**src/design/dcache_pkg.sv**
```systemverilog
package dcache_pkg;

    // address and word
    localparam int ADDR_W = 32;
    localparam int WORD_W = 32;

    // line geometry
    localparam int WORDS_PER_LINE = 4;
    localparam int LINE_W = WORD_W * WORDS_PER_LINE;
    localparam int SETS = 256;
    localparam int INDEX_W = $clog2(SETS);
    localparam int OFFSET_W = $clog2(LINE_W / 8);
    localparam int TAG_W = ADDR_W - INDEX_W - OFFSET_W;
    localparam int WAYS = 2;

    typedef logic [TAG_W-1:0]   tag_t;
    typedef logic [INDEX_W-1:0] index_t;
    typedef logic [WORD_W-1:0]  word_t;
    typedef logic [LINE_W-1:0]  line_t;

endpackage

```
**src/design/mem_bus_pkg.sv**
```systemverilog
package mem_bus_pkg;

    // one whole line per memory transfer
    localparam int MEM_DATA_W = dcache_pkg::LINE_W;

    // miss handling in the controller
    typedef enum logic [1:0] {
        IDLE,
        MISS_WAIT,
        FILL_WRITE
    } miss_state_t;

endpackage

```
**src/design/line_filler.sv**
```systemverilog
`timescale 1ns/1ns

module line_filler import dcache_pkg::*, mem_bus_pkg::*; (
    input  logic                  clk,
    input  logic                  rst,
    input  logic                  start_i,
    input  logic [ADDR_W-1:0]     addr_i,
    output logic                  req_o,
    output logic [ADDR_W-1:0]     addr_o,
    input  logic                  ack_i,
    input  logic [MEM_DATA_W-1:0] rdata_i,
    output logic                  done_o,
    output line_t                 line_o
);

    always_ff @(posedge clk) begin
        if (!rst) begin
            req_o  <= 1'b0;
            done_o <= 1'b0;
        end else begin
            done_o <= req_o && ack_i;
            if (start_i)
                req_o <= 1'b1;
            else if (ack_i)
                req_o <= 1'b0;
        end
    end

    always_ff @(posedge clk) begin
        if (start_i)
            addr_o <= addr_i;
        if (req_o && ack_i)
            line_o <= rdata_i;  // data valid only in the ack cycle
    end

endmodule

```
**config.mk**
```make
export PLATFORM = sky130hd
export DESIGN_NAME = line_filler
export DESIGN_NICKNAME = d
export VERILOG_FILES = /design/src/design/dcache_pkg.sv /design/src/design/mem_bus_pkg.sv /design/src/design/line_filler.sv
export SDC_FILE = /design/constraint.sdc
export NUM_CORES = 1
export LEC_CHECK = 0
export BUFFER_PORTS_ARGS = -buffer_cell sky130_fd_sc_hd__buf_4
export CAP_MARGIN = 15
export CORE_AREA = 2 2 128 130
export DETAILED_ROUTE_END_ITERATION = 10
export DIE_AREA = 0 0 130 132
export GPL_TIMING_DRIVEN = 0
export PLACE_DENSITY = 0.66
export SKIP_LAST_GASP = 1
export SYNTH_ARGS = -nofsm -noshare
export SYNTH_HDL_FRONTEND = slang
export SYNTH_SLANG_ARGS = --single-unit
```
**constraint.sdc**
```tcl
create_clock -name clk -period 7.7 [get_ports clk]
set_input_delay 1.54 -clock clk [delete_from_list [all_inputs] [get_ports clk]]
set_output_delay 1.54 -clock clk [all_outputs]
set_load 0.02 [all_outputs]
```
Word level (Yosys, flattened, before mapping)
Cells that the tools add are included.

Mux-type cells: 2. Reduce and logical (&&, ||, !) cells: 2.

Operators with widths (number): 2-to-1 mux 1 bit (2); nonzero test 2 bit (1); logical AND 1 bit (1).

Bits in registers: 162. Input port bits: 164. Output and inout port bits: 162. Word-level logic and storage cells: 8.

Depth between registers and ports, before layout
Depth in word-level cells: 2. Gate-level depth with buffers: 2. Gate-level depth less buffers: 2.

Worst setup path after synthesis
Ideal clock, no wire load.

Path kind: input -> register. Start: in ack_i. End: reg line_o[0] (enable). Library setup time: 432 ps. Arrival time: 3140 ps. Required time: 7268 ps. Slack: 4128 ps. Cell stages on the path: 1. Buffers on the path: 0. Cell sequence: and2_2.

Word-level cells in the longest chain between the ends: 1.

RTL lines: start, declared (line line_filler.sv:10) `input logic ack_i,`; logical AND 1 bit (line line_filler.sv:32) `if (req_o && ack_i)`; end signal, assigned (line line_filler.sv:33) `line_o <= rdata_i;`; end, declared (line line_filler.sv:13) `output line_t line_o`.

Every way passes these cells. A chain may end at the register's enable or synchronous reset.

Worst setup path in the final report
Start: in ack_i. End: reg line_o[19] (enable).

The elaborated chain is that of the path after synthesis.

==> out/summary.txt <==
TNS Setup: 0 ns
Hold Path Class: register to register
hold_buf cts: 0
global route total overflow: 0
DRT antenna net count: 0
WL/cell: 16.7 um
classification of the worst setup path: input pin to register
Slew @ Worst Pin: 0.988 ns
Root Buffer: clkbuf_16
Max stage delay cell, worst path: and2_4
DR top layer: met4
Flop pwr share: 50.3%
mapped cell area: 4870 um^2
post-synthesis sequential area ratio: 99.4%
post-CTS setup buffers: 0
FF+latch area: 4840 um^2
Power Density: 248 nW/um^2
Via Count: 3003
clk sinks: 162
commonest cells after routing, fill and taps aside: buf_4 (325), edfxtp_1 (160), clkbuf_16 (17)
NetSw: 0.000433 W
DR WL met3: 1.65 mm
global router's overall resource usage: 14.2%
number of global-route vias before repair: 3285
initial antenna violation count: 0
Starting Density: 31.0%
Top delay family on crit path: simple AND/OR/NAND/NOR gates
RSZ-0062 raised after global routing: false
Die X: 130 um
max_cap viols: 0
Area Growth Syn to Fin: 68.3%
total CTS buffers: 17
highest clock rate: 366 MHz
CTS H-tree lvls: 4
Die ar.: 17200 um^2
worst-path cell chain: buf_4 -> and2_4 -> buf_16
final number of setup-violating endpoints: 0
clock share of power: 40.9%
setup slack, reg-to-reg: 5.80 ns
max incr delay on CP: 0.79 ns
hold path start: req_o
WP buf/inv: 2
final wirelength: 12.3 mm
Reg2Reg Capture Point: line_o[19]
Slew Limit Fails: 0
Routed met1 length: 4.19 mm
Gate power share: 8.9%
average size of a mapped cell: 29.4 um^2
Cell variety after synth: 6
status: completed
die height: 132 um
layout cells sized above 1: 68.3%
first-pass GRT wire length: 17.8 mm
clk_lat worst skew: 0.42 ns
Mapped Cells: 166
Multi-input gate area: 30.0 um^2
IO Count: 326
Max Clock Skew: 0.0137 ns
WP data required: 7.78 ns
P_leak: 3.38 nW
Data arrival, critical path: 2.82 ns
synth warn: 0
worst vdd ir: 133 uV
Antenna diodes: 0
Final Hold Fails: 0
met2 WL: 6.35 mm
Final min period: 2.73 ns
DR DRC count: 0
FF+latch count, synth: 162
Core Footprint: 15700 um^2
number of fill cells: 1319
Final #Nets: 675
pin count of the biggest net entering global routing: 74
Tcrit/Tclk final: 35.5%
Hold Path Cell Cnt: 1
Vias/cell: 4.06
CP Max Fanout: 73
Tot Pwr: 0.00204 W
crit path capture type: register
global placer's final weighted congestion: 0.729
post-CTS resize count: 0
commonest non-fill, non-tap cell in the layout: buf_4
number of DRC markers in iteration 0: 178
1st-pass router iterations: 4
Max Buffers Root-to-Sink: 2
IO Port Bufs: 325
R2R depth: 2
hold path endpoint: done_o
Slew HR: 34.1%
TritonCTS clock tree: built
Pint: 0.00160 W
syn_nets: 330
Worst R2R Start: req_o
Switching Fraction: 21.2%
row count: 46
critical path launch point type: input pin
CTS clk-pin slew, worst paths: 0.06 ns
## power by group through the flow
stage	sequential [W]	clock [W]	combinational (W)
global placement	0.00104	0	0.000178
detailed placement	0.00104	0	0.000184
floorplan	0.00109	0	0.00000892
CTS	0.00102	0.000862	0.000184
global route	0.00103	0.000891	0.000192
finish	0.00102	0.000833	0.000180
## logic make-up (layout without fill, tap and decap cells)
| logic type | Yosys count | after routing | synth area share (%) |
|---|---|---|---|
| compound gates | 1 | 1 | 0.154 |
| buf+inv | 0 | 358 | 0 |
| simple gates | 3 | 3 | 0.437 |
| flops | 162 | 162 | 99.4 |
## Yosys cell counts
master | n | area share (%)
edfxtp_1 | 160 | 99
dfxtp_1 | 2 | 0.82
and2_2 | 1 | 0.15
and3_2 | 1 | 0.15
nor2b_1 | 1 | 0.13
o21a_1 | 1 | 0.15
## worst reg2reg max path, cell delays in order, from the launching register on
cell and delay (ns):
dfxtp_1 0.35, and2_4 0.82, buf_16 0.35
## flip-flops by register name (all words and copies together), names as in the netlist
name and count:
addr_o 32, done_o 1, line_o 128, req_o 1
## through the flow
| stage | area (um^2) | setup slack (ns) | utilization (%) | hold WS, ns | cells |
|---|---|---|---|---|---|
| CTS | 8200 | 4.96 | 52.2 | 0.544 | 740 |
| detailed placement | 7610 | 4.50 | 48.4 | 0.532 | 708 |
| global placement | 7580 | 3.46 | 48.3 | 0.529 | 707 |
| global route | 8200 | 4.85 | 52.2 | 0.559 | 740 |
| floorplan | 4870 | 4.13 | - | 0.604 | 166 |
| finish | 8200 | 4.97 | 52.2 | 0.542 | 740 |
## how the worst max path moves through the flow
stage | start | slack [ns] | cells past startpoint | end
finish | ack_i | 4.97 | 3 | line_o[19]
floorplan | ack_i | 4.13 | 1 | line_o[0]
CTS | ack_i | 4.96 | 3 | line_o[33]
global placement | ack_i | 3.46 | 2 | line_o[101]
detailed placement | ack_i | 4.50 | 3 | line_o[25]
global route | ack_i | 4.85 | 3 | line_o[19]
## layer usage
| metal | vias up | GRT usage, % |
|---|---|---|
| met5 | - | 0 |
| met4 | 0 | 5.73 |
| met3 | 15 | 7.83 |
| met2 | 210 | 24.5 |
| met1 | 1410 | 14.0 |
| li1 | 1368 | - |
## final cells by class
class	instances	area share [%]
tap	216	3.30
sequential	162	59.1
clock buffer	21	5.61
clock inverter	11	1.56
timing repair buffer	326	30.1
multi-input combinational	4	0.366
Note: power is estimated with default switching activity, not from simulation.
