## src/design/dcache_pkg.sv

```systemverilog
package dcache_pkg;

    // address and word
    localparam int ADDR_W = 32;
    localparam int WORD_W = 32;

    // line geometry
    localparam int WORDS_PER_LINE = 4;
    localparam int LINE_W = WORD_W * WORDS_PER_LINE;
    localparam int SETS = 256;
    localparam int INDEX_W = $clog2(SETS);
    localparam int OFFSET_W = $clog2(LINE_W / 8);
    localparam int TAG_W = ADDR_W - INDEX_W - OFFSET_W;
    localparam int WAYS = 2;

    typedef logic [TAG_W-1:0]   tag_t;
    typedef logic [INDEX_W-1:0] index_t;
    typedef logic [WORD_W-1:0]  word_t;
    typedef logic [LINE_W-1:0]  line_t;

endpackage

```

## src/design/victim_writer.sv

```systemverilog
`timescale 1ns/1ns

module victim_writer import dcache_pkg::*; (
    input  logic              clk,
    input  logic              rst,
    input  logic              start_i,
    input  logic [ADDR_W-1:0] addr_i,
    input  line_t             line_i,
    output logic              req_o,
    output logic [ADDR_W-1:0] addr_o,
    output line_t             line_o,
    input  logic              ack_i
);

    always_ff @(posedge clk) begin
        if (!rst)
            req_o <= 1'b0;
        else if (start_i)
            req_o <= 1'b1;
        else if (ack_i)
            req_o <= 1'b0;     // line is in memory
    end

    // victim copy, the array may be refilled meanwhile
    always_ff @(posedge clk) begin
        if (start_i) begin
            addr_o <= addr_i;
            line_o <= line_i;
        end
    end

endmodule

```

## config.mk

```make
export PLATFORM = sky130hd
export DESIGN_NAME = victim_writer
export DESIGN_NICKNAME = d
export VERILOG_FILES = /design/src/design/dcache_pkg.sv /design/src/design/victim_writer.sv
export SDC_FILE = /design/constraint.sdc
export NUM_CORES = 1
export LEC_CHECK = 0
export ABC_AREA = 1
export BUFFER_PORTS_ARGS = -buffer_cell sky130_fd_sc_hd__buf_2
export CORE_ASPECT_RATIO = 1.2
export CORE_MARGIN = 8
export CORE_UTILIZATION = 25
export DETAILED_ROUTE_END_ITERATION = 6
export HOLD_SLACK_MARGIN = 0.02
export PLACE_DENSITY = 0.56
export SLEW_MARGIN = 15
export SYNTH_ARGS = -nofsm -noshare
export SYNTH_HDL_FRONTEND = slang
export SYNTH_SLANG_ARGS = --single-unit
```

## constraint.sdc

```tcl
create_clock -name clk -period 0.8 [get_ports clk]
set_input_delay 0.12 -clock clk [delete_from_list [all_inputs] [get_ports clk]]
set_output_delay 0.12 -clock clk [all_outputs]
set_load 0.1 [all_outputs]
```

==> results of run 1 <==
## synth_stat cells (all sizes together)
master  count  area (um2)
dfxtp       1        20.0
inv         3        11.3
a21oi       1        8.76
edfxtp    160        4800
nand2       1        3.75
## per-stage QoR
step	instances	worst slack (ns)	instance area, um2
after global placement	762	-0.0845	9340
after floorplan	166	-0.224	4850
after detailed placement	762	-0.102	9340
## cell families after synthesis
logic type / after synthesis
buf+inv: 3
simple gates: 1
compound gates: 1
flops: 161
==> results.md, run 1 <==
* Compound-Gate Fraction of Synth Area at 0.181%
* Yosys cell types at 5
* Die width at 143 um
* Post-Syn Area at 4850 um2
* Synthesized Nets at 330
* Postcts setup bufs at 1
* Yosys warning total at 0
* Row Count at 56
* Multiplexer share of the synthesized area at 0%
* IO buf count at 324
* Adder-cell share of the synthesized area at 0%
* Hold Buf Count CTS at 160
* Synth Area in XOR/XNOR at 0%
* Largest family of logic cells by synthesized area: buffers and inverters
* Halt Stage: 4_1_cts
* Clock Path Buffers at 2
* Routability cong. at 0.710
* Outcome: aborted with a tool error
* HPWL Detailed at 13.0 mm
* H-tree depth at 4
* Vert. Die Dim at 169 um
* Synth Register Bits at 161
* Sequential fraction of the synthesis area at 99.5%
* Post-Syn Instances at 166
* Error: [ERROR RSZ-0060] Max buffer count reached.
* Post-Synth Simple-Gate Area at 0.0774%
* I/O pins at 325
* Total CTS buffers at 17
* Initial Utilization at 25.2%
* PostCTS Resize Cnt at 0
* CTS root buf: clkbuf_16
* Clock Sink Count at 161
* Syn_area_per_cell at 29.2 um2
==> run 2: changes to the inputs <==
--- a/config.mk
+++ b/config.mk
@@ -7,12 +7,10 @@
 export LEC_CHECK = 0
 export ABC_AREA = 1
 export BUFFER_PORTS_ARGS = -buffer_cell sky130_fd_sc_hd__buf_2
-export CORE_ASPECT_RATIO = 1.2
 export CORE_MARGIN = 8
-export CORE_UTILIZATION = 25
+export CORE_UTILIZATION = 20
 export DETAILED_ROUTE_END_ITERATION = 6
-export HOLD_SLACK_MARGIN = 0.02
-export PLACE_DENSITY = 0.56
+export PLACE_DENSITY_LB_ADDON = 0.15
 export SLEW_MARGIN = 15
 export SYNTH_ARGS = -nofsm -noshare
 export SYNTH_HDL_FRONTEND = slang
==> results.md, run 2 <==
* Outcome: complete, but fails checks
* Violated checks: setup timing
* Max_cap viols at 0
* Sw Share at 34.5%
* Die width at 172 um (+20%)
* Post-Syn Instances at 166 (unchanged)
* CP Capture Type: output port
* Largest family of logic cells by synthesized area: buffers and inverters
* Period Utilization, post-route at 148%
* Total CTS buffers at 17 (unchanged)
* Min Tclk post-route at 1.18 ns
* Total grt overflow at 0
* Final Skew at 0 ns
* Top-count cell post-synth: edfxtp_1
* Rel. slew slack at 82.3%
* Setup violators final at 161
* Post-Syn Area at 4850 um2 (unchanged)
* Routability cong. at 0.694 (-2.2%)
* TritonCTS clock tree: yes
* RSZ-0062 raised after global routing: yes
* Delay-heaviest family, CP: flip-flops
* Ys flop type: edfxtp_1
* Largest net degree at the start of global routing at 49
* Most frequent cells in the layout: buf_12, dlygate4sd3_1, buf_2
* Power Internal at 17,900 uW
* N_diodes at 0
* FMAX at 845 MHz
* Arr. time, crit path at 1.06 ns
* Routed WL at 16.9 mm
* Multiplexer share of the synthesized area at 0% (unchanged)
* Biggest register: line_o
* Pwr/cell area at 2360 nW/um2
* Synthesis-to-finish area growth at 139%
* Final core utilization at 48.3%
* Final Worst Setup Slack at -0.383 ns
* Vert. Die Dim at 172 um (+1.9%)
* Compound-Gate Fraction of Synth Area at 0.181% (unchanged)
* Combinational Power Share at 31.8%
* Row Count at 57 (+1.8%)
* Area of the core at 24,000 um2
* Adder-cell share of the synthesized area at 0% (unchanged)
* Share of cells above drive strength 1 at 52.6%
* Synth Register Bits at 161 (unchanged)
* Total power at 27,400 uW
* I/O pins at 325 (unchanged)
* Clock Path Buffers at 2 (unchanged)
* Initial Utilization at 20.2% (-5.0 points)
* Post-Synth Simple-Gate Area at 0.0774% (unchanged)
* Post-synth EDFFs at 160 (unchanged)
* Vias per std cell at 3.59
* First-pass iteration count of the detailed router at 4
* Worst-margin pin slew at 0.266 ns
* First-pass GRT wire length at 24.7 mm
* Syn_area_per_cell at 29.2 um2 (unchanged)
* Synth Area in XOR/XNOR at 0% (unchanged)
* GRT Util Overall at 11.3%
* Largest regs: line_o: 128 flops, addr_o: 32 flops, req_o: 1 flops
* Clock Sink Count at 161 (unchanged)
* Synth cell count leaders: edfxtp_1, inv_1, a21oi_2, dfxtp_1, nand2_1
* Share of power burned in registers at 38.7%
* Die area at 29,500 um2
* Buf/Inv on CP at 1
* Hold Fails Final Rpt at 0
* Yosys cell types at 5 (unchanged)
* Slowest CP cell: edfxtp_1
* Crit path max fanout at 1
* Initial antenna violation count at 0
* Worst EP required at 0.68 ns
* Sequential fraction of the synthesis area at 99.5% (unchanged)
* Commonest non-fill, non-tap cell in the layout: buf_12
* Synth area leaders: edfxtp_1, dfxtp_1, inv_1
* Peak supply drop at 1160 uV
* Crit-path cells: buf_12
* Detailed-route via count at 3,657
* Worst hold path class: input port to register
* Yosys warning total at 0 (unchanged)
* NetSw at 9450 uW
* Top cell type by total area after synthesis: edfxtp_1
* Kind of critical path: register to output port
* IO buf count at 324 (unchanged)
* Wire per inst at 16.6 um
* Post-place setup slack at -0.134 ns (-0.0314 ns)
* Antenna viol nets, final at 0
* Via count of the first global-routing pass at 4,215
* Residual DRC at 0
* Clock share of power at 29.6%
* Post-synth ARST share at 0% (unchanged)
* H-tree depth at 4 (unchanged)
* Clk pin slew, worst setup/hold paths at 0.07 ns
* Leakage at 0.00476 uW
* Final nets at 845
* Setup_tns at -54.68 ns
* Yosys top cell area share at 99.1% (unchanged)
* Worst skew pair latency at 0.41 ns
* Slowest stage delay, CP at 0.45 ns
* HPWL Detailed at 12.6 mm (-3.5%)
* Largest register FFs at 128
* CTS root buf: clkbuf_16
* Worst setup SP type: register
* Detailed Route Iter0 Violations at 115
* Synthesized Nets at 330 (unchanged)
* Slew Viols, Final at 0
-- run 2: cell counts after synthesis --
Identical to the previous run, type by type.
-- run 2: repair_timing --
action                                  in CTS  in global routing
endpoints found under the setup margin     161                161
setup buffers                                0                  1
gates resized for setup                      0                  0
endpoints found under the hold margin      161                  0
hold buffers                               162                  0
pin swaps                                    0                  0
-- run 2: final timing paths --
check | start | cells after the start | slack (ns) | endpoint
worst max-delay path | addr_o[30] | 1 | -0.38 | addr_o[30]
worst min-delay path | start_i | 2 | 0.16 | line_o[101]
worst max register to register | req_o | 3 | 0.12 | req_o
worst min register to register | req_o | 3 | 0.61 | req_o
-- run 2: layout make-up --
| cell class | count | area (um2) |
|---|---|---|
| Clock inverter | 13 | 151 |
| Fill cell | 1984 | 12400 |
| Timing Repair Buffer | 496 | 5770 |
| Clock buffer | 19 | 433 |
| Tap cell | 324 | 405 |
| Sequential cell | 161 | 4830 |
| Inverter | 3 | 11.3 |
| Multi-Input combinational cell | 2 | 12.5 |
-- run 2: metal layers --
layer,up-vias,share of wire [%],track usage [%]
met5,-,0,0
met4,0,1.4,3.82
met3,13,11,5.67
met2,191,54,20.0
met1,1748,34,11.3
li1,1705,-,-
-- run 2: kinds of logic after synthesis --
kind of cell,Yosys count
simple gates,1
flops,161
buf+inv,3
compound gates,1
-- run 2: power by group through the flow --
stage / Combinational, uW / Sequential (uW) / Clock [uW]
finish: 8700 / 10600 / 8110
floorplan: 7.20 / 15200 / 0
CTS: 8770 / 10600 / 8400
detailed placement: 8120 / 10800 / 0
global route: 8910 / 10700 / 8820
global placement: 8100 / 10800 / 0
-- run 2: per-stage QoR --
stage | cell area (um2) | hold WS (ns) | instances
finish | 11600 | 0.160 | 1018
global route | 11600 | 0.161 | 1018
CTS | 11600 | 0.145 | 1017
detailed placement | 9390 | 0.298 | 823
global placement | 9390 | 0.296 | 823
floorplan | 4850 | 0.219 | 166
(Power assumes the default switching activity.)
