### config.mk
export PLATFORM = sky130hd
export DESIGN_NAME = mem_arbiter
export DESIGN_NICKNAME = d
export VERILOG_FILES = /design/src/design/dcache_pkg.sv /design/src/design/mem_bus_pkg.sv /design/src/design/mem_arbiter.sv
export SDC_FILE = /design/constraint.sdc
export NUM_CORES = 1
export LEC_CHECK = 0
export ABC_AREA = 1
export BUFFER_PORTS_ARGS = -buffer_cell sky130_fd_sc_hd__buf_2
export CORE_AREA = 2 2 142 144
export CTS_CLUSTER_SIZE = 20
export DETAILED_ROUTE_END_ITERATION = 8
export DIE_AREA = 0 0 144 146
export GPL_ROUTABILITY_DRIVEN = 1
export PLACE_DENSITY_LB_ADDON = 0.12
export REMOVE_ABC_BUFFERS = 1
export SYNTH_ARGS = -nofsm -noshare
export SYNTH_HDL_FRONTEND = slang
export SYNTH_SLANG_ARGS = --single-unit
### constraint.sdc
create_clock -name clk -period 1.2 [get_ports clk]
set_input_delay 0.06 -clock clk [delete_from_list [all_inputs] [get_ports clk]]
set_output_delay 0.06 -clock clk [all_outputs]
set_load 0.01 [all_outputs]
### src/design/dcache_pkg.sv
package dcache_pkg;

    // address and word
    localparam int ADDR_W = 32;
    localparam int WORD_W = 32;

    // line geometry
    localparam int WORDS_PER_LINE = 4;
    localparam int LINE_W = WORD_W * WORDS_PER_LINE;
    localparam int SETS = 256;
    localparam int INDEX_W = $clog2(SETS);
    localparam int OFFSET_W = $clog2(LINE_W / 8);
    localparam int TAG_W = ADDR_W - INDEX_W - OFFSET_W;
    localparam int WAYS = 2;

    typedef logic [TAG_W-1:0]   tag_t;
    typedef logic [INDEX_W-1:0] index_t;
    typedef logic [WORD_W-1:0]  word_t;
    typedef logic [LINE_W-1:0]  line_t;

endpackage

### src/design/mem_bus_pkg.sv
package mem_bus_pkg;

    // one whole line per memory transfer
    localparam int MEM_DATA_W = dcache_pkg::LINE_W;

    // miss handling in the controller
    typedef enum logic [1:0] {
        IDLE,
        MISS_WAIT,
        FILL_WRITE
    } miss_state_t;

endpackage

### src/design/mem_arbiter.sv
`timescale 1ns/1ns

module mem_arbiter import dcache_pkg::*, mem_bus_pkg::*; (
    input  logic                  clk,
    input  logic                  rst,
    // victim writer
    input  logic                  wb_req_i,
    input  logic [ADDR_W-1:0]     wb_addr_i,
    input  line_t                 wb_line_i,
    output logic                  wb_ack_o,
    // line filler
    input  logic                  fill_req_i,
    input  logic [ADDR_W-1:0]     fill_addr_i,
    output logic                  fill_ack_o,
    // memory port
    output logic                  mem_req_o,
    output logic                  mem_we_o,
    output logic [ADDR_W-1:0]     mem_addr_o,
    output logic [MEM_DATA_W-1:0] mem_wdata_o,
    input  logic                  mem_ack_i
);

    logic fill_lock;    // fill owns the port until its ack
    logic wb_grant;
    logic fill_grant;

    assign fill_grant = fill_lock || (fill_req_i && !wb_req_i);
    assign wb_grant   = !fill_lock && wb_req_i;

    always_ff @(posedge clk) begin
        if (!rst)
            fill_lock <= 1'b0;
        else
            fill_lock <= fill_grant && fill_req_i && !mem_ack_i;
    end

    assign mem_req_o   = wb_grant || (fill_grant && fill_req_i);
    assign mem_we_o    = wb_grant;
    assign mem_addr_o  = wb_grant ? wb_addr_i : fill_addr_i;
    assign mem_wdata_o = wb_line_i;

    assign wb_ack_o   = wb_grant && mem_ack_i;
    assign fill_ack_o = fill_grant && mem_ack_i;

endmodule

# Word-level counts from Yosys, hierarchy flattened
# Index checks and enable logic that the tools add are counted.
op_classes:
  mux: 1
  reduce_logical: 11
op_table:
  columns: ["op", "count"]
  rows:
  - ["$mux W32", 1]
  - ["$logic_and A1 B1 Y1", 6]
  - ["$logic_not A1 Y1", 3]
  - ["$logic_or A1 B1 Y1", 2]
word_totals:
  word_cells: 13
  out_inout_bits: 164
  regBits: 1
  in_bits: 197

# Longest topological paths before layout
# Gate-level depths: netlist of the first run.
logic_depth:
  depth_word: 5
  depth_mapped: 5
  depth_no_buf: 4

# Least setup slack after synthesis of the first run
# No wires, ideal clock.
synth_timing:
  path_type: "register to output"
  start: "reg fill_lock"
  end: "out mem_addr_o[10]"
  arrival_time_ns: 0.767
  stages_incl_launch_ff: 5
  path_slack_ns: 0.373
  n_path_buf: 1
  t_required_ns: 1.140
  path_cell_list: "dfxtp_1 inv_4 buf_2 nand3_1 nand2_1"
synth_via:
  elab_chain_cells: 3
synth_rtl:
  columns: ["item", "line", "rtl"]
  rows:
  - ["from (decl)", "mem_arbiter.sv:23", "logic fill_lock;"]
  - ["from (signal assigned)", "mem_arbiter.sv:34", "fill_lock <= fill_grant && fill_req_i && !mem_ack_i;"]
  - ["$logic_not A1 Y1", "mem_arbiter.sv:28", "assign wb_grant = !fill_lock && wb_req_i;"]
  - ["$logic_and A1 B1 Y1", "mem_arbiter.sv:28", null]
  - ["$mux W32", "mem_arbiter.sv:39", "assign mem_addr_o = wb_grant ? wb_addr_i : fill_addr_i;"]
  - ["to (decl)", "mem_arbiter.sv:18", "output logic [ADDR_W-1:0] mem_addr_o,"]
# No other way between the ends.

# Worst setup path after layout of the first run
layout_timing:
  start: "reg fill_lock"
  end: "out mem_addr_o[13]"
# The elaborated chain is that of the path after synthesis.

==> impl_metrics.csv, run 1 <==
group,metric,value,unit
outcome,status,"complete, no violations",
pwr,power,505,uW
cells_and_area,drive_gt1_frac,0.553,
grt,grt_max_degree,37,
critical_path,crit_buf_inv,3,
drt,routed_wirelength,26000,um
sta,hold_ws,120,ps
placed_design,port_buffers,104,
critical_path,start_kind,"flop",
cells_and_area,top_regs,"fill_lock x1",
pwr,power.leakage,0.000769,uW
logic_synthesis,ys.flop_type,"dfxtp_1",
critical_path,critical-path-top-delay-family,"buffers and inverters",
drt,ant_nets,0,
cells_and_area,largest_reg_flops,1,
critical_path,arrival,1030,ps
logic_synthesis,synth_top_area_share,0.640,
die,die_y,146,um
sta,clock.fmax,0.920,GHz
die,die_w,144,um
min_path,hold_path_class,"in2out",
sta,slew-limit-headroom,0.799,
critical_path,r2r_slack,190,ps
grt,met3_usage,0.382,
sta,fin_crit_sh,0.906,
logic_synthesis,synth_warnings,0,
critical_path,worst_path_largest_cell_delay,310,ps
critical_path,cp-end-kind,"output port",
logic_synthesis,yosysTopAreaCell,"buf_4",
logic_synthesis,synth_compound_area_frac,0,
sta,fin_crit,1090,ps
grt,grt_pass1_vias,1337,
grt,grt.overflow.total,0,
sta,finalSetupTns,0,ps
pwr,powerDensity,360,nW/um2
placed_design,hpwl,25100,um
drt,dr_total_vias,1436,
logic_synthesis,synth_area_leaders,"buf_4 64%, nand2_1 14%, nand3_1 11%, nand2_2 3.2%, buf_6 1.4%",
grt,grt_use_met2,0.480,
die,core-area,19300,um2
cells_and_area,num_antenna_cells,0,
critical_path,worst-path-max-fanout,26,
sta,fin_skew,0,ps
cells_and_area,fillers,2333,
logic_synthesis,synth_mux_area_frac,0,
placed_design,globalplace.congestion,1.04,
cells_and_area,nNetsFinal,416,
grt,grt_util_all_layers,0.237,
cells_and_area,largest-register,"fill_lock",
clock_tree,clk_pin_slew,0,ps
drt,viasPerCell,2.98,
job,cap_violations,0,
die,io_pins,361,
sta,finalHoldViolCount,0,
pwr,ir_worst_vdd,53.0,uV
drt,first_pass_iters,4,
grt,antenna_found_initial,0,
die,die_area,21000,um2
clock_tree,post-cts-setup-buffer-count,0,
grt,grtUsageMet1,0.0503,
critical_path,crit_chain,"inv_4, buf_12, nand3_1, nand2_1, buf_2",
sta,slew_violations,0,
logic_synthesis,yosysMostFrequentCell,"buf_4",
logic_synthesis,synth_async_sr_flop_share,0,
logic_synthesis,synth-seq-cells,1,
logic_synthesis,yosys.area_share.simple,0.302,
logic_synthesis,synthTopCellsByCount,"133 x buf_4, 58 x nand2_1, 33 x nand3_1",
logic_synthesis,synth_fa_ha_area_frac,0,
drt,drc,0,
cells_and_area,area_delta_synth_final,-9.95,%
sta,rsz0062_at_grt,"no",
grt,grt_pass1_wl,29000,um
critical_path,crit_slowest_cell,"dfxtp_2",
grt,gr-max-usage-layer,"met2",
logic_synthesis,synth_cells,247,
logic_synthesis,seq_area_frac_synth,0.0128,
logic_synthesis,synth_top_family_by_area,"buffers and inverters",
logic_synthesis,yosysUniqueCellTypes,13,
drt,drt-initial-drc-count,63,
logic_synthesis,synth_edf_count,0,
drt,wl_per_cell,54.0,um
sta,tightest_slew,300,ps
critical_path,criticalPathCategory,"reg2out",
critical_path,critPathRequiredTime,1140,ps
sta,setup_viol,0,
die,start_util,0.0806,
logic_synthesis,synth_area,1560,um2
logic_synthesis,avgSynthCellArea,6.31,um2
die,row_count,51,
clock_tree,clk_latency,0,ps
logic_synthesis,yosys.area_share.xor_xnor,0,
[power breakdown]
group          leakage (uW)  total [uW]  internal [uW]  switching, uW
clock                     0           0              0              0
sequential       0.00000859        36.1           35.1          0.995
combinational      0.000760         469            212            257
total              0.000769         505            247            258
[layer usage]
metal | up-vias | part of all wire
li1 | 573 | -
met1 | 514 | 0.073
met2 | 325 | 0.56
met3 | 20 | 0.35
met4 | 4 | 0.015
met5 | - | 0.0031
[cell families after synthesis]
| kind of cell | count (synthesis) |
|---|---|
| AND/OR/NAND/NOR | 104 |
| buffers and inverters | 142 |
| flip-flops | 1 |
[stage by stage]
step | instances | utilization | setup slack (ps) | area, um2
CTS | 482 | 0.0725 | 60.1 | 1400
finish | 482 | 0.0726 | 113 | 1400
global route | 482 | 0.0726 | 13.3 | 1400
global placement | 482 | 0.0725 | 75.3 | 1400
detailed placement | 482 | 0.0725 | 64.4 | 1400
floorplan | 109 | - | 167 | 508
[layout make-up]
class	instances	area [um2]	area share
repair buffers	108	563	0.401
multi-input cells	104	470	0.335
well taps	265	332	0.236
flip-flops and latches	1	21.3	0.0152
inverters	4	17.5	0.0125
[path summary, 6_finish.rpt]
path / start / to / cells after the start
setup / recovery: fill_lock / mem_addr_o[13] / 5
hold / removal: wb_line_i[34] / mem_wdata_o[34] / 0
setup reg to reg: fill_lock / fill_lock / 4
hold reg to reg: fill_lock / fill_lock / 4
[timing repair]
action,CTS,global route
resized for setup,0,1
hold buffers,0,0
endpoints found under the setup margin,0,4
[cells in the final DEF (no fill, tap or decap)]
cell type	netlist	final
nand2_1	58	58
dfxtp_2	0	1
nand2_2	8	8
buf_12	1	1
inv_1	3	3
buf_4	133	3
nand2_8	1	1
nor2_2	1	1
inv_4	1	1
buf_2	2	104
nand3_1	33	33
nor2_1	3	3
(Power assumes the default switching activity.)
==> run 2: changes to the inputs <==
--- a/config.mk
+++ b/config.mk
@@ -14,6 +14,7 @@
 export GPL_ROUTABILITY_DRIVEN = 1
 export PLACE_DENSITY_LB_ADDON = 0.12
 export REMOVE_ABC_BUFFERS = 1
+export SETUP_SLACK_MARGIN = 0.5
 export SYNTH_ARGS = -nofsm -noshare
 export SYNTH_HDL_FRONTEND = slang
 export SYNTH_SLANG_ARGS = --single-unit
==> run 2 against run 1 <==
Net effect: global-route usage up 1.4 points; worst hold slack about the same; critical path type unchanged; combinational power up 29%; routed wire length up 6.7%; power up 27%; largest power group unchanged; via count up 13%.
==> impl_metrics.csv, run 2 (synthesis gave the netlist of run 1 again) <==
group,metric,value,unit
grt,grt_pass1_wl,30800,um
die,core-area,19300,um2
cells_and_area,area_delta_synth_final,14.0,%
pwr,pwr-share-comb,0.944,
cells_and_area,stdcell_count,498,
drt,dr_total_vias,1618,
drt,drt-initial-drc-count,108,
sta,slew-limit-headroom,0.830,
pwr,pwr-share-clk,0,
sta,finalHoldViolCount,0,
pwr,powerDensity,360,nW/um2
cells_and_area,fillers,2309,
sta,rsz0062_at_grt,"yes",
critical_path,cp-end-kind,"output port",
die,start_util,0.0806,
pwr,ir_worst_vdd,53.9,uV
drt,drc,0,
die,die_area,21000,um2
grt,grt_pass1_vias,1455,
pwr,power.leakage,0.000927,uW
grt,grt.overflow.total,0,
cells_and_area,nNetsFinal,432,
pwr,switching_power,329,uW
outcome,status,"complete, no violations",
job,cap_violations,0,
cells_and_area,layout_common_cells,"100 x buf_2, 55 x nand2_1, 22 x nand3_1",
cells_and_area,multi_input_area,639,um2
grt,grt_max_degree,18,
die,row_count,51,
critical_path,critPathRequiredTime,1140,ps
sta,fin_crit,1090,ps
placed_design,dp_slack,64.4,ps
cells_and_area,regArea,21.3,um2
sta,fin_skew,0,ps
drt,wl_per_cell,55.8,um
placed_design,globalplace.congestion,1.04,
drt,viasPerCell,3.25,
sta,clock.fmax,0.919,GHz
min_path,hold_path_class,"in2out",
grt,antenna_found_initial,0,
sta,setup_viol,0,
clock_tree,clk_pin_slew,0,ps
pwr,switching_share,0.513,
pwr,power,640,uW
cells_and_area,largest-register,"fill_lock",
placed_design,post-place-cells,482,
drt,ant_nets,0,
sta,fin_crit_sh,0.907,
placed_design,port_buffers,104,
pwr,seq_power_share,0.056,
critical_path,criticalPathCategory,"reg2out",
cells_and_area,largest_reg_flops,1,
drt,routed_wirelength,27800,um
critical_path,start_kind,"flop",
clock_tree,clk_latency,0,ps
sta,worst_slack,112,ps
die,die_y,146,um
die,io_pins,361,
sta,finalSetupTns,0,ps
cells_and_area,final_common_cell,"buf_2",
cells_and_area,top_regs,"fill_lock x1",
cells_and_area,num_antenna_cells,0,
placed_design,hpwl,25100,um
cells_and_area,drive_gt1_frac,0.648,
die,die_w,144,um
grt,grt_util_all_layers,0.251,
pwr,p_int,312,uW
sta,tightest_slew,255,ps
critical_path,worst-path-max-fanout,7,
drt,first_pass_iters,4,
critical_path,arrival,1030,ps
sta,slew_violations,0,
## run 2: path summary, 6_finish.rpt
path	slack [ps]	cells past startpoint	end	from
worst min-delay path	120	0	mem_wdata_o[125]	wb_line_i[125]
worst min register to register	850	5	fill_lock	fill_lock
worst max-delay path	110	7	mem_addr_o[14]	fill_lock
worst max register to register	270	5	fill_lock	fill_lock
## run 2: repair_timing
action,4_1_cts,5_1_grt
hold buffers,0,0
buffers inserted,6,2
setup endpoints to repair,37,37
pin swaps,9,1
hold endpoints to repair,0,0
resized for setup,24,8
gates cloned,6,2
## run 2: worst max-delay path: stages, from the launching register on
cell and delay (ps):
dfxtp_2 330, inv_4 50, buf_12 140, buf_12 120
buf_16 140, nand3_2 50, nand2_1 50, buf_2 130
## run 2: layer usage
layer	share of wire	vias up	GRT usage
met5	0.0015	-	0.0215
met4	0.021	2	0.0275
met3	0.33	20	0.382
met2	0.55	339	0.508
met1	0.097	639	0.0683
li1	-	618	-
## run 2: area by class of cell
class,count,area share
inverter,4,0.00985
multi-input combinational,110,0.360
sequential,1,0.0120
tap,265,0.186
timing repair buffer,118,0.432
## run 2: power by group through the flow
stage               logic, uW  clock network, uW  registers, uW
floorplan                 190                  0           35.8
global placement          482                  0           35.9
detailed placement        478                  0           36.0
CTS                       590                  0           36.2
global route              659                  0           36.3
finish                    604                  0           36.2
## run 2: through the flow
stage	area (um2)	util	hold slack, ps
4_1_cts	1690	0.0874	120
3_5_place_dp	1400	0.0725	120
5_1_grt	1780	0.0920	120
2_1_floorplan	508	-	120
3_3_place_gp	1400	0.0725	120
6_report	1780	0.0920	120
