### src/design/dcache_pkg.sv
package dcache_pkg;

    // address and word
    localparam int ADDR_W = 32;
    localparam int WORD_W = 32;

    // line geometry
    localparam int WORDS_PER_LINE = 4;
    localparam int LINE_W = WORD_W * WORDS_PER_LINE;
    localparam int SETS = 256;
    localparam int INDEX_W = $clog2(SETS);
    localparam int OFFSET_W = $clog2(LINE_W / 8);
    localparam int TAG_W = ADDR_W - INDEX_W - OFFSET_W;
    localparam int WAYS = 2;

    typedef logic [TAG_W-1:0]   tag_t;
    typedef logic [INDEX_W-1:0] index_t;
    typedef logic [WORD_W-1:0]  word_t;
    typedef logic [LINE_W-1:0]  line_t;

endpackage

### src/design/mem_bus_pkg.sv
package mem_bus_pkg;

    // one whole line per memory transfer
    localparam int MEM_DATA_W = dcache_pkg::LINE_W;

    // miss handling in the controller
    typedef enum logic [1:0] {
        IDLE,
        MISS_WAIT,
        FILL_WRITE
    } miss_state_t;

endpackage

### src/design/dcache_ctrl.sv
`timescale 1ns/1ns

module dcache_ctrl import dcache_pkg::*, mem_bus_pkg::*; #(
    parameter int SETS = dcache_pkg::SETS,
    parameter int WAYS = dcache_pkg::WAYS
) (
    input  logic                clk,
    input  logic                rst,
    // cpu side
    input  logic                req_i,
    input  logic                we_i,
    input  logic [ADDR_W-1:0]   addr_i,
    input  logic [WORD_W/8-1:0] wsel_i,
    input  word_t               wdata_i,
    output logic                stall_o,
    output logic                data_ok_o,
    output word_t               rdata_o,
    // arrays
    output index_t              rd_index_o,
    output logic [WAYS-1:0]     wr_way_o,
    output index_t              wr_index_o,
    output logic [LINE_W/8-1:0] wr_bytes_o,
    output line_t               wr_line_o,
    output tag_t                wr_tag_o,
    output logic                wr_dirty_o,
    output logic                lru_we_o,
    output logic                lru_o,
    input  tag_t  [WAYS-1:0]    tag_i,
    input  logic  [WAYS-1:0]    valid_i,
    input  line_t [WAYS-1:0]    line_i,
    input  logic  [WAYS-1:0]    dirty_i,
    input  logic                lru_i,
    // miss engines
    output logic                wb_start_o,
    output logic [ADDR_W-1:0]   wb_addr_o,
    output line_t               wb_line_o,
    output logic                fill_start_o,
    output logic [ADDR_W-1:0]   fill_addr_o,
    input  logic                fill_done_i,
    input  line_t               fill_line_i
);

    localparam int IDX_BITS = $clog2(SETS);
    localparam int WSEL_W = WORD_W / 8;
    localparam int WOFF_W = $clog2(WORDS_PER_LINE);
    localparam int BYTES = LINE_W / 8;

    miss_state_t state;

    logic              s2_valid;
    logic              s2_we;
    logic [ADDR_W-1:0] s2_addr;
    logic [WSEL_W-1:0] s2_wsel;
    word_t             s2_wdata;
    tag_t              s2_tag;
    index_t            s2_index;
    logic [WOFF_W-1:0] s2_woff;

    logic [WAYS-1:0] hit_way;
    logic            hit;
    logic            hit_sel;
    logic            miss;
    logic            victim;
    line_t           fill_merged;
    word_t           hit_word;
    word_t           fill_word;

    function automatic index_t addr_index(input logic [ADDR_W-1:0] a);
        return index_t'(a[OFFSET_W +: IDX_BITS]);
    endfunction

    //////////////////////////////////////////////////
    // stage 2 request, held while stalled
    always_ff @(posedge clk) begin
        if (!rst)
            s2_valid <= 1'b0;
        else if (!stall_o)
            s2_valid <= req_i;
    end

    always_ff @(posedge clk) begin
        if (!stall_o) begin
            s2_we    <= we_i;
            s2_addr  <= addr_i;
            s2_wsel  <= wsel_i;
            s2_wdata <= wdata_i;
        end
    end

    assign s2_tag   = tag_t'(s2_addr >> (OFFSET_W + IDX_BITS));
    assign s2_index = addr_index(s2_addr);
    assign s2_woff  = s2_addr[OFFSET_W-1 -: WOFF_W];

    // keep reading the stalled set
    assign rd_index_o = stall_o ? s2_index : addr_index(addr_i);

    //////////////////////////////////////////////////
    // lookup
    always_comb begin
        for (int w = 0; w < WAYS; w++)
            hit_way[w] = valid_i[w] && (tag_i[w] == s2_tag);
    end

    assign hit     = |hit_way;
    assign hit_sel = hit_way[1];
    assign miss    = s2_valid && !hit;
    assign victim  = lru_i;     // lru names the way to replace

    assign hit_word  = line_i[hit_sel][s2_woff*WORD_W +: WORD_W];
    assign fill_word = fill_merged[s2_woff*WORD_W +: WORD_W];

    // store data over the returned line
    always_comb begin
        fill_merged = fill_line_i;
        if (s2_we) begin
            for (int b = 0; b < WSEL_W; b++) begin
                if (s2_wsel[b])
                    fill_merged[s2_woff*WORD_W + 8*b +: 8] = s2_wdata[8*b +: 8];
            end
        end
    end

    //////////////////////////////////////////////////
    // miss fsm
    always_ff @(posedge clk) begin
        if (!rst) begin
            state <= IDLE;
        end else begin
            case (state)
                IDLE:      if (miss) state <= MISS_WAIT;
                MISS_WAIT: if (fill_done_i) state <= FILL_WRITE;
                default:   state <= IDLE;
            endcase
        end
    end

    assign fill_start_o = (state == IDLE) && miss;
    assign wb_start_o   = fill_start_o && valid_i[victim] && dirty_i[victim];
    assign wb_addr_o    = (ADDR_W'(tag_i[victim]) << (OFFSET_W + IDX_BITS))
                        | (ADDR_W'(s2_index) << OFFSET_W);
    assign wb_line_o    = line_i[victim];
    assign fill_addr_o  = {s2_addr[ADDR_W-1:OFFSET_W], {OFFSET_W{1'b0}}};

    // array writes, hit store or refill
    assign wr_index_o = s2_index;
    assign wr_tag_o   = s2_tag;

    always_comb begin
        wr_way_o   = '0;
        wr_bytes_o = '0;
        wr_line_o  = {WORDS_PER_LINE{s2_wdata}};
        wr_dirty_o = 1'b1;
        lru_we_o   = 1'b0;
        lru_o      = !hit_sel;
        if (state == IDLE && s2_valid && hit) begin
            lru_we_o = 1'b1;
            if (s2_we) begin
                wr_way_o[hit_sel] = 1'b1;
                wr_bytes_o        = BYTES'(s2_wsel) << (s2_woff * WSEL_W);
            end
        end else if (state == FILL_WRITE) begin
            wr_way_o[victim] = 1'b1;
            wr_bytes_o       = '1;
            wr_line_o        = fill_merged;
            wr_dirty_o       = s2_we;   // a write miss leaves the line dirty
            lru_we_o         = 1'b1;
            lru_o            = !victim;
        end
    end

    // cpu outputs
    assign stall_o   = (state == MISS_WAIT) || (state == IDLE && miss);
    assign data_ok_o = s2_valid && !s2_we && ((state == IDLE && hit) || state == FILL_WRITE);
    assign rdata_o   = (state == FILL_WRITE) ? fill_word : hit_word;

endmodule

### config.mk
export PLATFORM = sky130hd
export DESIGN_NAME = dcache_ctrl
export DESIGN_NICKNAME = d
export VERILOG_FILES = /design/src/design/dcache_pkg.sv /design/src/design/mem_bus_pkg.sv /design/src/design/dcache_ctrl.sv
export SDC_FILE = /design/constraint.sdc
export NUM_CORES = 1
export LEC_CHECK = 0
export ABC_AREA = 1
export BUFFER_PORTS_ARGS = -buffer_cell sky130_fd_sc_hd__buf_2
export CORE_AREA = 2 2 352 354
export CTS_CLUSTER_DIAMETER = 30
export CTS_CLUSTER_SIZE = 10
export DETAILED_ROUTE_END_ITERATION = 6
export DIE_AREA = 0 0 354 356
export SYNTH_ARGS = -nofsm -noshare
export SYNTH_HDL_FRONTEND = slang
export SYNTH_SLANG_ARGS = --single-unit
### constraint.sdc
create_clock -name clk -period 4 [get_ports clk]
set_input_delay 0.4 -clock clk [delete_from_list [all_inputs] [get_ports clk]]
set_output_delay 0.4 -clock clk [all_outputs]
set_load 0.02 [all_outputs]
Word level (Yosys, flattened, before mapping)
Cells that the tools add are included.
W data, S select, Z words.
{"block": "word_totals", "output_inout_bits": 413, "reg_bits": 72}
{"block": "classes", "shifts": 11, "reduce_logical": 22, "bitwise": 1, "order_cmp": 4, "muxes": 45, "n_eq_ne": 6, "n_addsub": 7}
{"operator": "$mux W128", "count": 14}
{"operator": "$bwmux W128", "count": 4}
{"operator": "$shift A8 B34 Y128 const A", "count": 4}
{"operator": "$shiftx A8 B34 Y128", "count": 4}
{"operator": "$shiftx A128 B8 Y32", "count": 2}
{"operator": "$neg A8 Y34", "count": 3}
{"operator": "$mux W16", "count": 3}
{"operator": "$eq A20 B20 Y1", "count": 2}
{"operator": "$mux W20", "count": 2}
{"operator": "$neg A7 Y34", "count": 1}
{"operator": "$mux W32", "count": 1}
{"operator": "$or A32 B12 Y32", "count": 1}
{"operator": "$add A7 B5 Y8 const B", "count": 2}
{"operator": "$shl A4 B4 Y16", "count": 1}
{"operator": "$logic_and A1 B1 Y1", "count": 13}
{"operator": "$mux W1", "count": 12}
{"operator": "$mux W2", "count": 5}
{"operator": "$add A7 B4 Y8 const B", "count": 1}
{"operator": "$mux W8", "count": 1}
{"operator": "$logic_not A1 Y1", "count": 4}
{"operator": "$lt A1 B2 Y1 const B", "count": 2}
{"operator": "$ne A2 B2 Y1 const B", "count": 2}
{"operator": "$pmux W2 S2", "count": 1}
{"operator": "$demux W1 S1", "count": 2}
{"operator": "other kinds (7)", "count": 9}

Depth between registers and ports, before layout
{"block": "depth", "ltp_word": 16, "mapped_depth": 19, "ltp_nobuf": 15}

Worst setup path before layout
No wires, ideal clock.
{"block": "synth_path", "path_type": "register -> output", "from": "register s2_addr[30]", "to": "output port rd_index_o[0]", "t_required_ns": 3.600, "setup_slack_ns": 0.522, "path_buffers": 0, "arrival_ns": 3.078, "stages_incl_launch_ff": 13, "path_cell_list": "edfxtp_1 > inv_1 > nand2_1 > nand2_1 > inv_1 > nand3_1 > nor2_4 > nand3_4 > nand4_1 > nand2_1 > clkinv_1 > nand2_1 > nand2_1"}
{"block": "synth_via", "elab_chain_cells": 8, "word_cells_on_any_way": 10}
{"item": "start, declared", "line": "dcache_ctrl.sv:52", "text": "logic [ADDR_W-1:0] s2_addr;"}
{"item": "start signal, assigned", "line": "dcache_ctrl.sv:84", "text": "s2_addr <= addr_i;"}
{"item": "$eq A20 B20 Y1", "line": "dcache_ctrl.sv:101", "text": "hit_way[w] = valid_i[w] && (tag_i[w] == s2_tag);"}
{"item": "$logic_and A1 B1 Y1", "line": "dcache_ctrl.sv:101"}
{"item": "$reduce_or A2 Y1 (*)", "line": "dcache_ctrl.sv:104", "text": "assign hit = |hit_way;"}
{"item": "$logic_not A1 Y1 (*)", "line": "dcache_ctrl.sv:106", "text": "assign miss = s2_valid && !hit;"}
{"item": "$logic_and A1 B1 Y1 (*)", "line": "dcache_ctrl.sv:106"}
{"item": "$logic_and A1 B1 Y1 (*)", "line": "dcache_ctrl.sv:172", "text": "assign stall_o = (state == MISS_WAIT) || (state == IDLE && miss);"}
{"item": "$logic_or A1 B1 Y1 (*)", "line": "dcache_ctrl.sv:172"}
{"item": "$mux W8 (*)", "line": "dcache_ctrl.sv:95", "text": "assign rd_index_o = stall_o ? s2_index : addr_index(addr_i);"}
{"item": "end, declared", "line": "dcache_ctrl.sv:19", "text": "output index_t rd_index_o,"}
Every way passes the cells marked *; elsewhere a longest branch is shown, timed or not.

Worst setup path in the final report
{"block": "layout_path", "from": "register s2_addr[2]", "to": "output port rdata_o[19]"}
{"block": "layout_via", "elab_chain_cells": 16, "word_cells_on_any_way": 30}
{"item": "parallel branches: the longest is 15 deep, another holds $neg A8 Y34"}
{"item": "$mux W32 (*)", "line": "dcache_ctrl.sv:174", "text": "assign rdata_o = (state == FILL_WRITE) ? fill_word : hit_word;"}
{"item": "end, declared", "line": "dcache_ctrl.sv:17", "text": "output word_t rdata_o,"}
Mark *: on every way between the ends. The select of a mux whose other input is x is not followed.

==> results by stage <==
Clock network:
- CTS saw 70 sinks.
- The clock reaches the later pin of the worst-skew pair after 0.44 ns.
- The number of buffers on the longest clock path is 2.
- Clock-pin slew was measured on the worst setup and hold paths at 0.10 ns.
- The root buffer cell chosen for the clock tree is clkbuf_16.
- The number of H-tree branching levels is 3.
- The number of buffers created by CTS is 9.
- TritonCTS built the clock tree.

Global route:
- The number of global-route vias before repair is 18700.
- The global-route wire length before repair is 176000 µm.
- The aggregate global routing overflow is 0.
- The maximum number of pins on one net before global-route repair is 179.
- Global routing consumed, over all layers together, 20.9% of the routing resources.
- The number of antenna violations at the first check in global routing was 62.

Route:
- In the routed design, unresolved DRC markers number 0.
- Once detail routing completed, the nets flagged for antenna violations numbered 0.
- For this block, the routed nets add up to 139000 µm of wire.
- After detailed routing, the average wire length per cell comes to 28.1 µm.
- The routed layout has 20900 vias.
- Before antenna repair, the detailed router went through 6 iterations.
- The DRC violation total after the first TritonRoute iteration is 2672.
- The average vias per placed instance is 4.23.

STA:
- The clock period could shrink to 3.90 ns.
- The number of max-slew violations in the final report is 0.
- Headroom to the max-slew limit came out at 30.6%.
- Setup violations remaining at the end of the flow were counted as 0.
- The hold slack is 0.131 ns.
- The fmax is 256 MHz.
- Setup total negative slack on the finished layout was measured at 0 ns.
- The setup clock skew after layout is 0.0208 ns.
- The total count of hold-check failures in the final report is 0.
- The final critical path takes up 97.6% of the cycle.
- At the pin with the least slew margin, the transition time is 1.04 ns.

Placement:
- At the end of routability-driven placement, the weighted congestion stood at 0.903.
- The count of buffers added on input and output ports is 904.
- Detailed placement finished with a half-perimeter wire length of 121000 µm.

Finish:
- After the last flow step, the layout net total stands at 3787.
- The library cells used most frequently in the layout, excluding fill and tap cells, are 978 x nand2_1, 899 x buf_2, 268 x inv_1, 223 x o21ai_0, 144 x nand3_1.
- Fill cells in the final layout number 14500.
- The most frequent standard cell in the layout excluding fill and tap cells is nand2_1.
- The area growth from synthesis to final layout is 57.1%.
- The share of post-route cells with drive strength above 1 is 33.9%.

Power and ir drop:
- The power density relative to cell area is 289 mW/mm².
- The worst IR drop on VDD is 0.000263 V.
- The leakage power of the design is 11.0 nW.
- The sum of internal, switching and leakage power is 5.74 mW.

Critical path:
- The endpoint type of the worst setup path is an output port.
- Together, buffers and inverters on the worst path number 4.
- At the worst endpoint, the required time is 3.60 ns.
- The worst reg-to-reg setup slack is 0.67 ns.
- The startpoint of the most critical setup path is s2_addr[2].
- The critical path arrival is 3.50 ns.
- The startpoint kind of the worst setup timing path is a register.
- The endpoint of the lowest-slack register-to-register path is s2_addr[29].
- Along the worst path, the maximum fanout reaches 9.
- The classification of the worst setup path is register to output port.
- The cell type of the slowest stage on the worst timing path is edfxtp_1.
- On the critical path the largest part of the delay comes from simple AND/OR/NAND/NOR gates.
- The cell that appears most often on the critical path is nand2_1.
- Measured in cells, the most critical reg-to-reg path has a length of 10.
- The worst reg2reg path startpoint is s2_addr[18].
- The signal on the critical path passes through ha_1 > nand2_1 > inv_1 > nand2_1 > buf_4 > nor3_1 > a21oi_1 > buf_4 > a21oi_1 > nand2_1 > nand2_1 > nand2_1 > nand2_1 > buf_2.
- In this run the number of cells on the critical path is 14.
- On the worst path, the slowest cell contributes a delay of 0.56 ns.

Floorplan:
- The number of top-level pins is 915.
- For this configuration, the core starts out at a cell density of 10.3%.
- The number of rows in the core area is 129.
- The die is 354 µm wide.
- The height of the die is 356 µm.
- The area enclosed by the die boundary is 0.126 mm².
- The core region is 0.123 mm².

Synth:
- By area the synthesized netlist is led by nand2_1 29%, edfxtp_1 16%, o21ai_0 8.9%.
- The cell taking the most area after synthesis is nand2_1.
- The average instance in the mapped netlist occupies 5.22 µm².
- The distinct cell type count of the synthesized netlist is 39.
- Yosys mapped a number of flops with a built-in enable equal to 67.
- The sequential area share after synthesis is 16.4%.
- Synthesis inferred 70 register bits.
- The post-synthesis cell area is 0.0127 mm².
- Counting flops with an async set or reset pin after synthesis yields a share of 0%.
- The fraction of post-synthesis cell area in the top cell type by area is 29.0%.
- Synthesis handed over a netlist of 2424 instances.
- The number of synthesis warnings is 0.
- The most frequently used flop master after synthesis is edfxtp_1.

Outcome:
- The run finished with clean final reports.

Hold path:
- In this run the worst hold path is classified as input pin to register.
- In this run the most critical hold path is launched from addr_i[31].
- The terminating pin of the worst hold path is s2_addr[31].
- The number of cells traversed by the worst hold path is 1.

Job:
- Max-cap violations in this run came to 0.
-- area by class of cell --
class / count / area, µm² / area share [%]
Antenna cell: 25 / 62.6 / 0.315
Multi-Input combinational cell: 1860 / 8460 / 42.5
Inverter: 284 / 1080 / 5.46
Sequential cell: 70 / 2070 / 10.4
Tap cell: 1637 / 2050 / 10.3
Clock buffer: 9 / 225 / 1.13
Clock inverter: 7 / 73.8 / 0.371
Timing Repair Buffer: 1054 / 5860 / 29.5
-- kinds of logic after synthesis --
group,Yosys count,synth area share (%)
simple gates,1350,43.4
buf+inv,502,17.8
compound gates,489,21.3
flops,70,16.4
xor+xnor,6,0.415
fa+ha+maj,6,0.593
other cells,1,0.0296
-- report_power, final --
group	internal (mW)	switching, mW
Clock	0.443	0.516
Sequential	0.930	0.138
Combinational	1.05	2.66
Total	2.42	3.31
-- worst register-to-register path, stage by stage, from the launching register on --
cell and delay [ns]:
edfxtp_1 0.54, nand2_1 0.12, o21ai_0 0.10, nor3_1 0.21
nand2_1 0.07, nor2_1 0.30, nand3_1 0.32, nand4_1 0.24
nand2_1 0.32, inv_4 0.34, buf_4 0.40
-- cell usage after synthesis (2+ instances only) --
| cell | n |
|---|---|
| nand2_1 | 978 |
| inv_1 | 273 |
| o21ai_0 | 226 |
| nand3_1 | 149 |
| nor2_1 | 138 |
| a21oi_1 | 91 |
| clkbuf_1 | 88 |
| buf_4 | 74 |
| edfxtp_1 | 67 |
| o21ai_1 | 67 |
| nand4_1 | 43 |
| o211ai_1 | 41 |
| buf_1 | 25 |
| buf_2 | 22 |
| o21bai_1 | 21 |
| nor3_1 | 20 |
| o21a_1 | 16 |
| o31ai_1 | 15 |
| buf_6 | 9 |
| or2_0 | 9 |
| o22ai_1 | 8 |
| inv_2 | 7 |
| ha_1 | 6 |
| clkinv_1 | 4 |
| xnor2_1 | 4 |
| dfxtp_1 | 3 |
| nor2_4 | 3 |
| a211oi_1 | 2 |
| nand3b_1 | 2 |
| nand4_2 | 2 |
| nor3_2 | 2 |
| xor2_1 | 2 |
-- metal layers --
layer  global-route usage [%]  share of wire (%)  vias to the layer above
met2                     29.0                 40                     1306
met4                     6.42                3.1                       44
met1                     30.7                 47                     9928
met3                     5.68                 10                      194
li1                         -                  -                     9453
met5                        0               0.20                        -
-- registers in the layout, summed over array words and instances, names as in the netlist --
register and cells:
s2_wdata 32, s2_addr 30, s2_wsel 4, state 2, s2_valid 1, s2_we 1
-- worst max-delay path by stage --
| stage | endpoint | slack, ns |
|---|---|---|
| detailed placement | rdata_o[6] | 0.42 |
| global route | wr_bytes_o[9] | -0.02 |
| CTS | rdata_o[9] | 0.0007 |
| finish | rdata_o[19] | 0.1 |
| global placement | rdata_o[6] | 0.48 |
| floorplan | rd_index_o[0] | 0.52 |
-- repair_timing --
item                                    in CTS  in global routing
pin swaps                                    1                  4
endpoints found under the setup margin      13                 35
gates cloned                                 0                  2
hold buffers                                 0                  0
buffers inserted                             3                 11
resized for setup                            8                 12
-- per-stage QoR --
stage	cell area, µm²	worst slack, ns	util, %	std cells
floorplan	12700	0.522	-	2431
global placement	19300	0.482	15.7	4889
detailed placement	19300	0.415	15.7	4889
CTS	19600	0.000711	16.0	4908
global route	19800	-0.0152	16.2	4924
finish	19900	0.0974	16.2	4946
Power figures use the tool's default switching activity.
